File: src/design/controlPkg.sv
package controlPkg;

  // Major opcodes handled by the control unit
  typedef enum logic [5:0] {
    opRtype = 6'b000000,
    opJ     = 6'b000010,
    opJal   = 6'b000011,
    opBeq   = 6'b000100,
    opBne   = 6'b000101,
    opAddiu = 6'b001001,
    opSlti  = 6'b001010,
    opAndi  = 6'b001100,
    opOri   = 6'b001101,
    opXori  = 6'b001110,
    opLb    = 6'b100000,
    opLh    = 6'b100001,
    opLw    = 6'b100011,
    opLbu   = 6'b100100,
    opLhu   = 6'b100101,
    opSw    = 6'b101011
  } opcode_e;

  // R-type function codes where only JR changes the sequence
  typedef enum logic [5:0] {
    fnJr   = 6'b001000,
    fnAddu = 6'b100001,
    fnAnd  = 6'b100100,
    fnOr   = 6'b100101
  } funct_e;

  typedef enum logic [2:0] {
    stFetch  = 3'b000,
    stDecode = 3'b001,
    stExec1  = 3'b010,
    stExec2  = 3'b011,
    stExec3  = 3'b100,
    stHalted = 3'b101,
    stStall  = 3'b110
  } state_e;

  // Codes understood by the datapath ALU
  typedef enum logic [4:0] {
    aluAnd          = 5'b00000,
    aluOr           = 5'b00001,
    aluAdd          = 5'b00010,
    aluXor          = 5'b00011,
    aluSlt          = 5'b00111,
    aluEq           = 5'b01010,
    aluBranchTarget = 5'b01101,
    aluPassA        = 5'b01110,
    aluRtype        = 5'b01111,
    aluJumpTarget   = 5'b10001
  } aluOp_e;

  typedef struct packed {
    opcode_e    opcode;
    logic [4:0] rs;
    logic [4:0] rt;
    logic [4:0] rd;
    logic [4:0] shamt;
    funct_e     funct;
  } rFormat_t;

  typedef struct packed {
    opcode_e     opcode;
    logic [4:0]  rs;
    logic [4:0]  rt;
    logic [15:0] imm;
  } iFormat_t;

  // Same instruction word seen in R and I/J layout
  typedef union packed {
    rFormat_t rFmt;
    iFormat_t iFmt;
  } instrWord_u;

  typedef enum logic [3:0] {
    clsAluReg,
    clsAluImm,
    clsLoad,
    clsStore,
    clsBranchEq,
    clsBranchNe,
    clsJump,
    clsJumpLink,
    clsJumpReg,
    clsUnsupported
  } instrClass_e;

  typedef enum logic [1:0] {
    sizeWord = 2'b00,
    sizeHalf = 2'b01,
    sizeByte = 2'b10
  } memSize_e;

  typedef struct packed {
    instrClass_e cls;
    aluOp_e      aluOp;
    logic        extSel;
    memSize_e    memSize;
    logic        loadSigned;
  } decoded_t;

  typedef struct packed {
    logic       srcA;
    logic [1:0] srcB;
    aluOp_e     op;
    logic       sel;
    logic       extSel;
  } aluCtrl_t;

  typedef struct packed {
    logic regWrite;
    logic regDst;
    logic memToReg;
    logic link;
  } regCtrl_t;

  typedef struct packed {
    logic pcWrite;
    logic pcSrc;
    logic isJump;
    logic irWrite;
    logic irSel;
  } pcCtrl_t;

  // extendedMem codes 00 for none, 11 to sign-extend a half and 10 to sign-extend a byte
  typedef struct packed {
    logic       memRead;
    logic       memWrite;
    logic       iorD;
    logic [3:0] byteEnable;
    logic [1:0] extendedMem;
  } memCtrl_t;

endpackage
File: src/design/cpuControl.sv
`timescale 1ns/1ps

module cpuControl (
  input  logic                   clk,
  input  logic                   reset,
  input  controlPkg::instrWord_u instr,
  input  logic                   waitRequest,
  input  logic                   pcIsZero,
  input  logic                   aluZero,
  output controlPkg::aluCtrl_t   aluCtrl,
  output controlPkg::regCtrl_t   regCtrl,
  output controlPkg::pcCtrl_t    pcCtrl,
  output controlPkg::memCtrl_t   memCtrl,
  output controlPkg::state_e     state,
  output logic                   branchDelay,
  output logic                   active
);

  controlPkg::decoded_t decoded;

  instrDecoder decoder (
    .instr   (instr),
    .decoded (decoded)
  );

  stateSequencer sequencer (
    .clk         (clk),
    .reset       (reset),
    .decoded     (decoded),
    .waitRequest (waitRequest),
    .pcIsZero    (pcIsZero),
    .aluZero     (aluZero),
    .state       (state),
    .branchDelay (branchDelay),
    .active      (active)
  );

  datapathControl dpControl (
    .state       (state),
    .branchDelay (branchDelay),
    .decoded     (decoded),
    .aluCtrl     (aluCtrl),
    .regCtrl     (regCtrl),
    .pcCtrl      (pcCtrl)
  );

  memoryControl memControl (
    .state   (state),
    .decoded (decoded),
    .memCtrl (memCtrl)
  );

endmodule

File: src/design/memoryControl.sv
`timescale 1ns/1ps

module memoryControl (
  input  controlPkg::state_e   state,
  input  controlPkg::decoded_t decoded,
  output controlPkg::memCtrl_t memCtrl
);

  logic       isLoad;
  logic       isStore;
  logic [3:0] sizeEnable;
  logic [1:0] loadExtend;

  assign isLoad  = (decoded.cls == controlPkg::clsLoad);
  assign isStore = (decoded.cls == controlPkg::clsStore);

  always_comb begin
    case (decoded.memSize)
      controlPkg::sizeByte: sizeEnable = 4'b0001;
      controlPkg::sizeHalf: sizeEnable = 4'b0011;
      default: sizeEnable = 4'b1111;
    endcase
  end

  // Sign extension only for LH and LB
  always_comb begin
    loadExtend = 2'b00;
    if (decoded.loadSigned) begin
      case (decoded.memSize)
        controlPkg::sizeHalf: loadExtend = 2'b11;
        controlPkg::sizeByte: loadExtend = 2'b10;
        default: loadExtend = 2'b00;
      endcase
    end
  end

  always_comb begin
    memCtrl            = '0;
    memCtrl.byteEnable = 4'b1111;
    case (state)
      controlPkg::stFetch, controlPkg::stStall: memCtrl.memRead = 1'b1;
      controlPkg::stExec2: begin
        if (isLoad || isStore) begin
          memCtrl.iorD       = 1'b1;
          memCtrl.byteEnable = sizeEnable;
        end
        if (isLoad) begin
          memCtrl.memRead     = 1'b1;
          memCtrl.extendedMem = loadExtend;
        end
        memCtrl.memWrite = isStore;
      end
      controlPkg::stExec3: begin
        if (isLoad) begin
          memCtrl.extendedMem = loadExtend;
        end
      end
      default: memCtrl.memRead = 1'b0;
    endcase
  end

endmodule

File: src/design/datapathControl.sv
`timescale 1ns/1ps

module datapathControl (
  input  controlPkg::state_e   state,
  input  logic                 branchDelay,
  input  controlPkg::decoded_t decoded,
  output controlPkg::aluCtrl_t aluCtrl,
  output controlPkg::regCtrl_t regCtrl,
  output controlPkg::pcCtrl_t  pcCtrl
);

  logic isJumpClass;

  assign isJumpClass = (decoded.cls == controlPkg::clsJump) ||
                       (decoded.cls == controlPkg::clsJumpLink);

  always_comb begin
    aluCtrl = '0;
    regCtrl = '0;
    pcCtrl  = '0;
    case (state)
      controlPkg::stFetch: begin
        pcCtrl.pcWrite = 1'b1;
        pcCtrl.pcSrc   = branchDelay;
        // PC + 4 unless the branch target is pending
        if (!branchDelay) begin
          aluCtrl.srcB = 2'b01;
          aluCtrl.op   = controlPkg::aluAdd;
        end
      end
      controlPkg::stDecode: begin
        pcCtrl.irWrite = 1'b1;
        aluCtrl.srcB   = 2'b11;
        if (isJumpClass) begin
          aluCtrl.op     = controlPkg::aluJumpTarget;
          aluCtrl.extSel = 1'b1;
        end else begin
          aluCtrl.op = controlPkg::aluBranchTarget;
        end
      end
      controlPkg::stExec1: begin
        pcCtrl.irSel   = 1'b1;
        aluCtrl.op     = decoded.aluOp;
        aluCtrl.extSel = decoded.extSel;
        case (decoded.cls)
          controlPkg::clsAluReg: begin
            aluCtrl.srcA = 1'b1;
          end
          controlPkg::clsAluImm, controlPkg::clsLoad, controlPkg::clsStore: begin
            aluCtrl.srcA = 1'b1;
            aluCtrl.srcB = 2'b10;
          end
          controlPkg::clsBranchEq, controlPkg::clsBranchNe: begin
            aluCtrl.srcA = 1'b1;
            aluCtrl.sel  = 1'b1;
          end
          controlPkg::clsJump: begin
            aluCtrl.srcB  = 2'b11;
            pcCtrl.isJump = 1'b1;
          end
          // Return address PC + 4 written to the link register
          controlPkg::clsJumpLink: begin
            aluCtrl.srcB     = 2'b01;
            regCtrl.regWrite = 1'b1;
            regCtrl.memToReg = 1'b1;
            regCtrl.link     = 1'b1;
          end
          controlPkg::clsJumpReg: begin
            aluCtrl.srcA = 1'b1;
          end
          default: begin
            aluCtrl.op = controlPkg::aluAnd;
          end
        endcase
      end
      controlPkg::stExec2: begin
        pcCtrl.irSel = 1'b1;
        case (decoded.cls)
          controlPkg::clsAluReg: begin
            aluCtrl.sel      = 1'b1;
            regCtrl.regWrite = 1'b1;
            regCtrl.regDst   = 1'b1;
            regCtrl.memToReg = 1'b1;
          end
          controlPkg::clsAluImm: begin
            aluCtrl.sel      = 1'b1;
            regCtrl.regWrite = 1'b1;
            regCtrl.memToReg = 1'b1;
          end
          controlPkg::clsLoad: aluCtrl.sel = 1'b1;
          controlPkg::clsJumpLink: begin
            aluCtrl.srcB   = 2'b11;
            aluCtrl.op     = controlPkg::aluJumpTarget;
            aluCtrl.extSel = 1'b1;
            pcCtrl.isJump  = 1'b1;
          end
          default: aluCtrl.sel = 1'b0;
        endcase
      end
      controlPkg::stExec3: begin
        pcCtrl.irSel = 1'b1;
        // Loaded data goes to rt
        if (decoded.cls == controlPkg::clsLoad) begin
          regCtrl.regWrite = 1'b1;
        end
      end
      default: pcCtrl.irSel = 1'b0;
    endcase
  end

endmodule

File: src/design/stateSequencer.sv
`timescale 1ns/1ps

module stateSequencer (
  input  logic                 clk,
  input  logic                 reset,
  input  controlPkg::decoded_t decoded,
  input  logic                 waitRequest,
  input  logic                 pcIsZero,
  input  logic                 aluZero,
  output controlPkg::state_e   state,
  output logic                 branchDelay,
  output logic                 active
);

  controlPkg::state_e nextState;
  logic [1:0]         execSteps;
  logic               memAccess;
  logic               lastStep;
  logic               taken;

  // Number of exec steps per instruction class
  always_comb begin
    case (decoded.cls)
      controlPkg::clsAluReg, controlPkg::clsAluImm,
      controlPkg::clsStore, controlPkg::clsJumpLink: execSteps = 2'd2;
      controlPkg::clsLoad: execSteps = 2'd3;
      default: execSteps = 2'd1;
    endcase
  end

  assign memAccess = (decoded.cls == controlPkg::clsLoad) ||
                     (decoded.cls == controlPkg::clsStore);

  always_comb begin
    case (decoded.cls)
      controlPkg::clsJump, controlPkg::clsJumpLink,
      controlPkg::clsJumpReg: taken = 1'b1;
      controlPkg::clsBranchEq: taken = aluZero;
      controlPkg::clsBranchNe: taken = ~aluZero;
      default: taken = 1'b0;
    endcase
  end

  always_comb begin
    nextState = state;
    lastStep  = 1'b0;
    if (pcIsZero && state != controlPkg::stHalted) begin
      nextState = controlPkg::stHalted;
    end else begin
      case (state)
        controlPkg::stFetch, controlPkg::stStall: begin
          nextState = waitRequest ? controlPkg::stStall : controlPkg::stDecode;
        end
        controlPkg::stDecode: nextState = controlPkg::stExec1;
        controlPkg::stExec1: begin
          if (execSteps == 2'd1) begin
            nextState = controlPkg::stFetch;
            lastStep  = 1'b1;
          end else begin
            nextState = controlPkg::stExec2;
          end
        end
        // Memory step waits for the bus
        controlPkg::stExec2: begin
          if (memAccess && waitRequest) begin
            nextState = controlPkg::stExec2;
          end else if (execSteps == 2'd3) begin
            nextState = controlPkg::stExec3;
          end else begin
            nextState = controlPkg::stFetch;
            lastStep  = 1'b1;
          end
        end
        controlPkg::stExec3: begin
          nextState = controlPkg::stFetch;
          lastStep  = 1'b1;
        end
        controlPkg::stHalted: nextState = controlPkg::stHalted;
        default: nextState = controlPkg::stHalted;
      endcase
    end
  end

  always_ff @(posedge clk) begin
    if (reset) begin
      state       <= controlPkg::stFetch;
      branchDelay <= 1'b0;
    end else begin
      state <= nextState;
      // Taken result kept until the next fetch
      if (lastStep) begin
        branchDelay <= taken;
      end
    end
  end

  assign active = (state != controlPkg::stHalted);

endmodule

File: src/design/instrDecoder.sv
`timescale 1ns/1ps

module instrDecoder (
  input  controlPkg::instrWord_u instr,
  output controlPkg::decoded_t   decoded
);

  controlPkg::opcode_e opcode;
  controlPkg::funct_e  funct;

  // Opcode through the I/J view and function through the R view
  assign opcode = instr.iFmt.opcode;
  assign funct  = instr.rFmt.funct;

  always_comb begin
    decoded.cls        = controlPkg::clsUnsupported;
    decoded.aluOp      = controlPkg::aluAdd;
    decoded.extSel     = 1'b0;
    decoded.memSize    = controlPkg::sizeWord;
    decoded.loadSigned = 1'b0;
    case (opcode)
      controlPkg::opRtype: begin
        if (funct == controlPkg::fnJr) begin
          decoded.cls   = controlPkg::clsJumpReg;
          decoded.aluOp = controlPkg::aluPassA;
        end else begin
          // ALU picks the operation from funct itself
          decoded.cls   = controlPkg::clsAluReg;
          decoded.aluOp = controlPkg::aluRtype;
        end
      end
      controlPkg::opLw: begin
        decoded.cls = controlPkg::clsLoad;
      end
      controlPkg::opLh: begin
        decoded.cls        = controlPkg::clsLoad;
        decoded.memSize    = controlPkg::sizeHalf;
        decoded.loadSigned = 1'b1;
      end
      controlPkg::opLhu: begin
        decoded.cls     = controlPkg::clsLoad;
        decoded.memSize = controlPkg::sizeHalf;
      end
      controlPkg::opLb: begin
        decoded.cls        = controlPkg::clsLoad;
        decoded.memSize    = controlPkg::sizeByte;
        decoded.loadSigned = 1'b1;
      end
      controlPkg::opLbu: begin
        decoded.cls     = controlPkg::clsLoad;
        decoded.memSize = controlPkg::sizeByte;
      end
      controlPkg::opSw: begin
        decoded.cls = controlPkg::clsStore;
      end
      controlPkg::opAddiu: begin
        decoded.cls = controlPkg::clsAluImm;
      end
      controlPkg::opSlti: begin
        decoded.cls   = controlPkg::clsAluImm;
        decoded.aluOp = controlPkg::aluSlt;
      end
      // Logical immediates are zero-extended
      controlPkg::opAndi: begin
        decoded.cls    = controlPkg::clsAluImm;
        decoded.aluOp  = controlPkg::aluAnd;
        decoded.extSel = 1'b1;
      end
      controlPkg::opOri: begin
        decoded.cls    = controlPkg::clsAluImm;
        decoded.aluOp  = controlPkg::aluOr;
        decoded.extSel = 1'b1;
      end
      controlPkg::opXori: begin
        decoded.cls    = controlPkg::clsAluImm;
        decoded.aluOp  = controlPkg::aluXor;
        decoded.extSel = 1'b1;
      end
      controlPkg::opBeq: begin
        decoded.cls   = controlPkg::clsBranchEq;
        decoded.aluOp = controlPkg::aluEq;
      end
      controlPkg::opBne: begin
        decoded.cls   = controlPkg::clsBranchNe;
        decoded.aluOp = controlPkg::aluEq;
      end
      controlPkg::opJ: begin
        decoded.cls    = controlPkg::clsJump;
        decoded.aluOp  = controlPkg::aluJumpTarget;
        decoded.extSel = 1'b1;
      end
      // First step of JAL computes the return address
      controlPkg::opJal: begin
        decoded.cls = controlPkg::clsJumpLink;
      end
      default: begin
        decoded.cls = controlPkg::clsUnsupported;
      end
    endcase
  end

endmodule

File: config.mk
export PLATFORM = sky130hd
export DESIGN_NAME = cpuControl
export DESIGN_NICKNAME = d
export VERILOG_FILES = /design/src/design/controlPkg.sv /design/src/design/cpuControl.sv /design/src/design/memoryControl.sv /design/src/design/datapathControl.sv /design/src/design/stateSequencer.sv /design/src/design/instrDecoder.sv
export SDC_FILE = /design/constraint.sdc
export NUM_CORES = 1
export LEC_CHECK = 0
export ABC_CLOCK_PERIOD_IN_PS = 2200
export BUFFER_PORTS_ARGS = -buffer_cell sky130_fd_sc_hd__buf_4
export CORE_MARGIN = 2
export CORE_UTILIZATION = 38
export DETAILED_ROUTE_END_ITERATION = 8
export PLACE_DENSITY = 0.72
export SLEW_MARGIN = 20
export SYNTH_ARGS = -nofsm -noshare
export SYNTH_HDL_FRONTEND = slang
export SYNTH_SLANG_ARGS = --single-unit
export TNS_END_PERCENT = 50
File: constraint.sdc
create_clock -name clk -period 2.2 [get_ports clk]
set_input_delay 0.44 -clock clk [delete_from_list [all_inputs] [get_ports clk]]
set_output_delay 0.44 -clock clk [all_outputs]
set_load 0.05 [all_outputs]
==> results of run 1 <==
==> per-stage QoR <==
step,util [%],setup slack [ns],cells
finish,89.34,-0.2601,294
global route,89.34,-0.3000,294
CTS,84.49,-0.1858,291
detailed placement,74.38,-0.2824,282
floorplan,-,-0.2761,166
global placement,74.38,-0.2455,282
==> repair_timing <==
action,CTS,global route
pin swaps,21,12
gates resized for setup,51,26
setup endpoints to repair,18,22
setup buffers,5,3
==> routing by layer <==
metal | global-route usage (%) | vias up | part of all wire [%]
met5 | 0 | - | 0
met4 | 19.27 | 0 | 7.4
met3 | 2.304 | 51 | 7.1
met2 | 62.46 | 132 | 52
met1 | 32.32 | 846 | 34
li1 | - | 800 | -
==> cell families (layout without fill, tap and decap cells) <==
logic type	count (synthesis)	in the layout
simple gates	82	82
compound gates	53	53
buf+inv	23	120
flops	4	4
fa+ha+maj	2	2
other cells	1	1
xor+xnor	1	1
==> area by class of cell <==
cell class	count	area, um2	area share, %
multi-input combinational	139	1245	51.42
timing repair buffer	106	983.4	40.62
sequential	4	86.33	3.566
inverter	10	41.29	1.705
tap	31	38.79	1.602
clock buffer	4	26.28	1.085
==> path summary, 6_finish.rpt <==
path,endpoint,slack (ns),cells past startpoint
worst max-delay path,aluCtrl[1],-0.26,8
worst min-delay path,sequencer.state[1]$_SDFF_PP0_,0.38,2
worst max register to register,sequencer.branchDelay$_SDFFE_PP0P_,0.33,6
worst min register to register,sequencer.branchDelay$_SDFFE_PP0P_,0.73,2
==> placed cells by master (no fill, tap or decap), drive strengths merged, types with 2 or more instances in the layout <==
cell,n
o22ai,2
nor2b,4
or2,4
o21ai,11
nor2,18
nor3b,3
nor4,3
nor3,5
a31oi,3
a2111oi,2
o21bai,2
nand3b,2
or3,5
and2,4
nand3,5
buf,106
nand2,17
a21oi,11
dfxtp,4
a21o,2
a211o,3
a311oi,2
o221ai,2
inv,9
clkbuf,4
nand2b,8
ha,2
==> registers in the layout, indices dropped and copies added (netlist names) <==
register and flops:
sequencer.state 3, sequencer.branchDelay 1
==> critical path: cells and delay by family <==
kind / cells / cell delay, ns
buffers and inverters: 2 / 0.28
AOI/OAI and AO/OA: 5 / 1.00
and+or+nand+nor: 1 / 0.29
==> report_power, final <==
group          switching, W  internal [W]
combinational      0.000307      0.000211
sequential       0.00000319     0.0000774
clock             0.0000377     0.0000685
total              0.000348      0.000357
==> results_dict.tcl, run 1 <==
set metrics [dict create \
    synth_mux_area_share_pct 0 \
    crit_top_cell "buf_6" \
    layout-drive-gt1-share_pct 64.26 \
    drt-vias-per-instance 6.221 \
    crit_slowest_cell "a211o_1" \
    ir_drop_v 0.0003889 \
    fin_worst_skew_ns 0.008271 \
    holdCritPathClass "in2reg" \
    critPathArrivalTime_ns 2.02 \
    startpoint_type "input pin" \
    status "complete, but fails checks" \
    io_pins 70 \
    cp_cell_sequence "buf_6 > o21bai_4 > a21o_1 > a211o_1 > nand3b_1 > o31a_1 > a21oi_2 > buf_6" \
    fin_area_um2 2421 \
    syn_area_um2 1062 \
    synth.largest_area_cell "dfxtp_1" \
    grt_max_degree 12 \
    drtIter0Drc 146 \
    p_leak_nw 1.055 \
    grt_pass1_wl_mm 8.114 \
    drtAntennaViolNets 0 \
    post-route-min-period_ns 2.460 \
    rows 19 \
    die_y_um 56.87 \
    r2r-start "sequencer.state[2]$_SDFF_PP0_" \
    initial_core_util_pct 39.20 \
    criticalPathCategory "in2out" \
    fp.coreArea_um2 2710 \
    final-setup-viol-count 21 \
    cts_made_buffers 3 \
    synthAdderAreaFrac_pct 2.356 \
    dpl_cell_area_um2 2016 \
    maxCapViolCount 0 \
    yosysUniqueCellTypes 59 \
    rsz0062_at_grt "true" \
    synth_top_family_by_area "simple AND/OR/NAND/NOR gates" \
    synth.avg_cell_area_um2 6.399 \
    synth_nets 205 \
    clock-sinks 4 \
    synth_common_cells "nand2_1, nor2_1, a21oi_1" \
    synth_edf_count 0 \
    fin_tns_setup_ns -3.146 \
    ys_warn_count 0 \
    setup_slack_ns -0.2601 \
    hpwl_mm 3.280 \
    clk_pin_slew_worst_paths_ns 0.04 \
    grt_usage_pct 32.03 \
    wl_mm 5.921 \
    finalMaxSlewViolations 0 \
    ys_seq_area_share_pct 7.538 \
    drcViolationCount 0 \
    clk_latency_ns 0.25 \
    drtPass1Iterations 5 \
    synth-simple-area-share_pct 42.99 \
    wl_per_cell_um 20.14 \
    endpoint_kind "output pin" \
    holdBufCountCts 0 \
    first_global_vias 1802 \
    antenna_found_initial 0 \
    total_power_w 0.0007050 \
    via_count 1829 \
    syn2layout_area_growth_pct 127.9 \
    fin_hold_ws_ns 0.3770 \
    dieArea_um2 3234 \
    ys.flop_type "dfxtp_1" \
    hold_viol 0 \
    slowest_delay_ns 0.35 \
    cts_root_buf "clkbuf_4" \
    diodes 0 \
    startpoint "instr[31]" \
    synth_compound_area_share_pct 35.69 \
    overflow 0 \
    violations "negative setup slack" \
    fmax_mhz 406.5 \
    gp_congestion 0.8822 \
    cts_tree "done" \
    netlist_instances 166 \
    hp-start "reset" \
    die_x_um 56.87 \
    crit_required_ns 1.76 \
    clockBufferDepth 2 \
    cp_max_fo 4 \
    synth_area_leaders "dfxtp_1, nand2_1, nor2_1" \
    fillers 119 \
    synth_xor_area_share_pct 0.8245 \
    port-buffer-count 48 \
    async_flop_share_pct 0 \
    p_per_area_nw_per_um2 291.2 \
    ys_seq_elements 4 \
    htree_levels 1 \
    nets 303 \
    synth_top_area_share_pct 7.538 \
    fin_crit_sh_pct 111.8 \
]
Note: power is estimated with default switching activity, not from simulation.
==> inputs of run 2 (changes only) <==
CAP_MARGIN = 40   (was not set)
CORE_ASPECT_RATIO = 1.4   (was not set)
==> run 2 against run 1 <==
  * The run now fails in global routing (5_1_grt)
  * Synthesized cell count is the same
  * Area after synthesis did not move
==> results_dict.tcl, run 2 <==
set metrics [dict create \
    status "stopped before the end" \
    failing_step "global routing (5_1_grt)" \
    stop_error "[ERROR GRT-0232] Routing congestion too high. Check the congestion heatmap in the GUI." \
    synth_nets 205 \
    hpwl_mm 3.570 \
    crit_endpoint "regCtrl[3]" \
    grt_usage_pct 80.51 \
    io_pins 70 \
    netlist_instances 166 \
    ys_seq_elements 4 \
    overflow 180 \
    async_flop_share_pct 0 \
    dp_slack_ns -0.2647 \
    gp_congestion 0.9252 \
    synth.avg_cell_area_um2 6.399 \
    synth_top_area_share_pct 7.538 \
    die_x_um 48.69 \
    clock-sinks 4 \
    initial_core_util_pct 40.20 \
    cts_root_buf "clkbuf_4" \
    cts_made_buffers 3 \
    ys_seq_area_share_pct 7.538 \
    synth.largest_area_cell "dfxtp_1" \
    die_y_um 66.56 \
    synth_edf_count 0 \
    yosysUniqueCellTypes 59 \
    port-buffer-count 48 \
    rows 22 \
    htree_levels 1 \
    synth_common_cells "nand2_1, nor2_1, a21oi_1" \
    clockBufferDepth 2 \
    grt_max_degree 12 \
    ys_warn_count 0 \
    syn_area_um2 1062 \
    synth_area_leaders "dfxtp_1, nand2_1, nor2_1" \
    endpoint_type "output port" \
    ys.flop_type "dfxtp_1" \
]
==> run 2: cell counts after synthesis <==
No cell type changed its count.
==> run 2: layer usage <==
layer	GRT usage, %	overflow
met5	0	0
met4	109.3	66
met1	70.54	0
met3	43.95	0
met2	114.7	114
==> run 2: cells by family after synthesis <==
group | after synthesis | share of synthesized area [%]
AND/OR/NAND/NOR | 82 | 42.99
AO/OA/AOI/OAI | 53 | 35.69
buffers and inverters | 23 | 10.25
flip-flops | 4 | 7.539
adder cells (fa/ha/maj) | 2 | 2.355
XOR/XNOR | 1 | 0.8247
other | 1 | 0.3530
==> run 2: timing repair <==
action	in CTS
hold buffers	0
endpoints found under the setup margin	20
gates cloned	1
buffers inserted	13
pin swaps	23
resized for setup	60
==> run 2: per-stage QoR <==
| step | instance area, um2 | instances | utilization, % | hold slack [ns] |
|---|---|---|---|---|
| after global placement | 2072 | 292 | 78.41 | 0.6215 |
| after CTS | 2454 | 310 | 92.85 | 0.3724 |
| after detailed placement | 2072 | 292 | 78.41 | 0.6258 |
| after floorplan | 1364 | 166 | - | 0.4986 |
==> inputs of run 3 (changes only) <==
ABC_CLOCK_PERIOD_IN_PS = 2850   (was 2200)
CORE_AREA = 2 2 63 65   (was not set)
CORE_ASPECT_RATIO = not set   (was 1.4)
CORE_MARGIN = not set   (was 2)
CORE_UTILIZATION = not set   (was 38)
DIE_AREA = 0 0 65 67   (was not set)
PLACE_DENSITY = not set   (was 0.72)
PLACE_DENSITY_LB_ADDON = 0.15   (was not set)
clock period = 2.85 ns   (was 2.2 ns; I/O delays follow)
==> run 3 against run 2 <==
  * The run now ends clean
==> results_dict.tcl, run 3 (synthesis gave the netlist of run 1 again) <==
set metrics [dict create \
    status "complete, no violations" \
    grt_usage_pct 16.96 \
    antenna_found_initial 0 \
    final-setup-viol-count 0 \
    layout-drive-gt1-share_pct 37.33 \
    first_global_vias 1285 \
    post_cts_resized 0 \
    cp_cell_sequence "buf_4 > inv_1 > a311oi_1 > a211oi_2 > or2_1 > o32ai_1 > a21o_1 > buf_4" \
    fin_worst_skew_ns 0.001505 \
    top_regs "sequencer.state x3, sequencer.branchDelay x1" \
    dpl_cell_area_um2 1558 \
    io_pins 70 \
    cts_made_buffers 3 \
    drtPass1Iterations 4 \
    seq_area_um2 81.33 \
    path_delay_family "compound AO/OA/AOI/OAI gates" \
    cts_root_buf "clkbuf_8" \
    largest_reg_flops 3 \
    die_y_um 67 \
    hold_viol 0 \
    rsz0062_at_grt "false" \
    layout_common_cells "buf_4, nor2_1, nand2_1, a21oi_1, inv_1" \
    diodes 0 \
    endpoint_kind "output pin" \
    fmax_mhz 363.1 \
    p_per_area_nw_per_um2 278.7 \
    clk_latency_ns 0.21 \
    crit_required_ns 2.28 \
    gp_congestion 0.8376 \
    holdBufCountCts 0 \
    critPathArrivalTime_ns 2.18 \
    cp_max_fo 15 \
    hpwl_mm 2.930 \
    p_leak_nw 0.7244 \
    port-buffer-count 48 \
    clk_pin_slew_worst_paths_ns 0.03 \
    nets 258 \
    wl_mm 3.648 \
    fin_tns_setup_ns 0 \
    fillers 395 \
    syn2layout_area_growth_pct 50.53 \
    cts_tree "done" \
    die_x_um 65 \
    grt_pass1_wl_mm 5.934 \
    dieArea_um2 4355 \
    fin_hold_ws_ns 0.5461 \
    drt-vias-per-instance 5.347 \
    post-route-util_pct 44.34 \
    via_count 1417 \
    holdCritPathClass "in2reg" \
    drtAntennaViolNets 0 \
    drtIter0Drc 84 \
    multiInputGateArea_um2 920.9 \
    postCtsSetupRepairBufs 0 \
    rows 22 \
    largest_register "sequencer.state" \
    clock-sinks 4 \
    overflow 0 \
    maxCapViolCount 0 \
    grt_max_degree 25 \
    crit_buf_inv 3 \
    crit_slowest_cell "a311oi_1" \
    crit_top_cell "buf_4" \
    final_common_cell "buf_4" \
    startpoint_type "input pin" \
    drcViolationCount 0 \
    total_power_w 0.0004457 \
    htree_levels 1 \
    criticalPathCategory "in2out" \
    finalMaxSlewViolations 0 \
    initial_core_util_pct 29.46 \
    fin_crit_sh_pct 96.63 \
    post-route-min-period_ns 2.754 \
    wl_per_cell_um 13.77 \
    clockBufferDepth 2 \
    fin_area_um2 1599 \
    fp.coreArea_um2 3606 \
    ir_drop_v 0.0001127 \
    slowest_delay_ns 0.35 \
]
[run 3: cell type report]
cell class	instances	area share [%]
clock buffer	3	2.582
tap	48	3.756
inverter	10	2.347
timing repair buffer	61	28.64
multi-input combinational	139	57.59
sequential	4	5.086
[run 3: per-stage QoR]
stage | instances | worst slack (ns)
2_1_floorplan | 166 | -0.3441
3_3_place_gp | 262 | 0.1184
3_5_place_dp | 262 | 0.1078
4_1_cts | 265 | 0.09968
5_1_grt | 265 | 0.007529
6_report | 265 | 0.09605
[run 3: worst paths after layout]
kind,end,startpoint,slack (ns),cells past startpoint
worst max register to register,sequencer.branchDelay$_SDFFE_PP0P_,sequencer.state[2]$_SDFF_PP0_,0.92,6
worst min-delay path,sequencer.state[1]$_SDFF_PP0_,reset,0.55,2
worst max-delay path,aluCtrl[2],instr[28],0.1,8
worst min register to register,sequencer.branchDelay$_SDFFE_PP0P_,sequencer.branchDelay$_SDFFE_PP0P_,0.71,2
[run 3: routing by layer]
layer / wire length [um] / part of all wire [%] / vias to the layer above / global-route usage [%]
met5: 0 / 0 / - / 0
met4: 2 / 0.055 / 0 / 3.457
met3: 194 / 5.3 / 2 / 1.182
met2: 1863 / 51 / 47 / 30.15
met1: 1588 / 44 / 658 / 22.39
li1: - / - / 710 / -
[run 3: power by group]
group          internal [W]  total [W]  switching (W)
registers         0.0000600  0.0000673     0.00000726
logic             0.0000894   0.000262       0.000173
clock network     0.0000898   0.000116      0.0000264
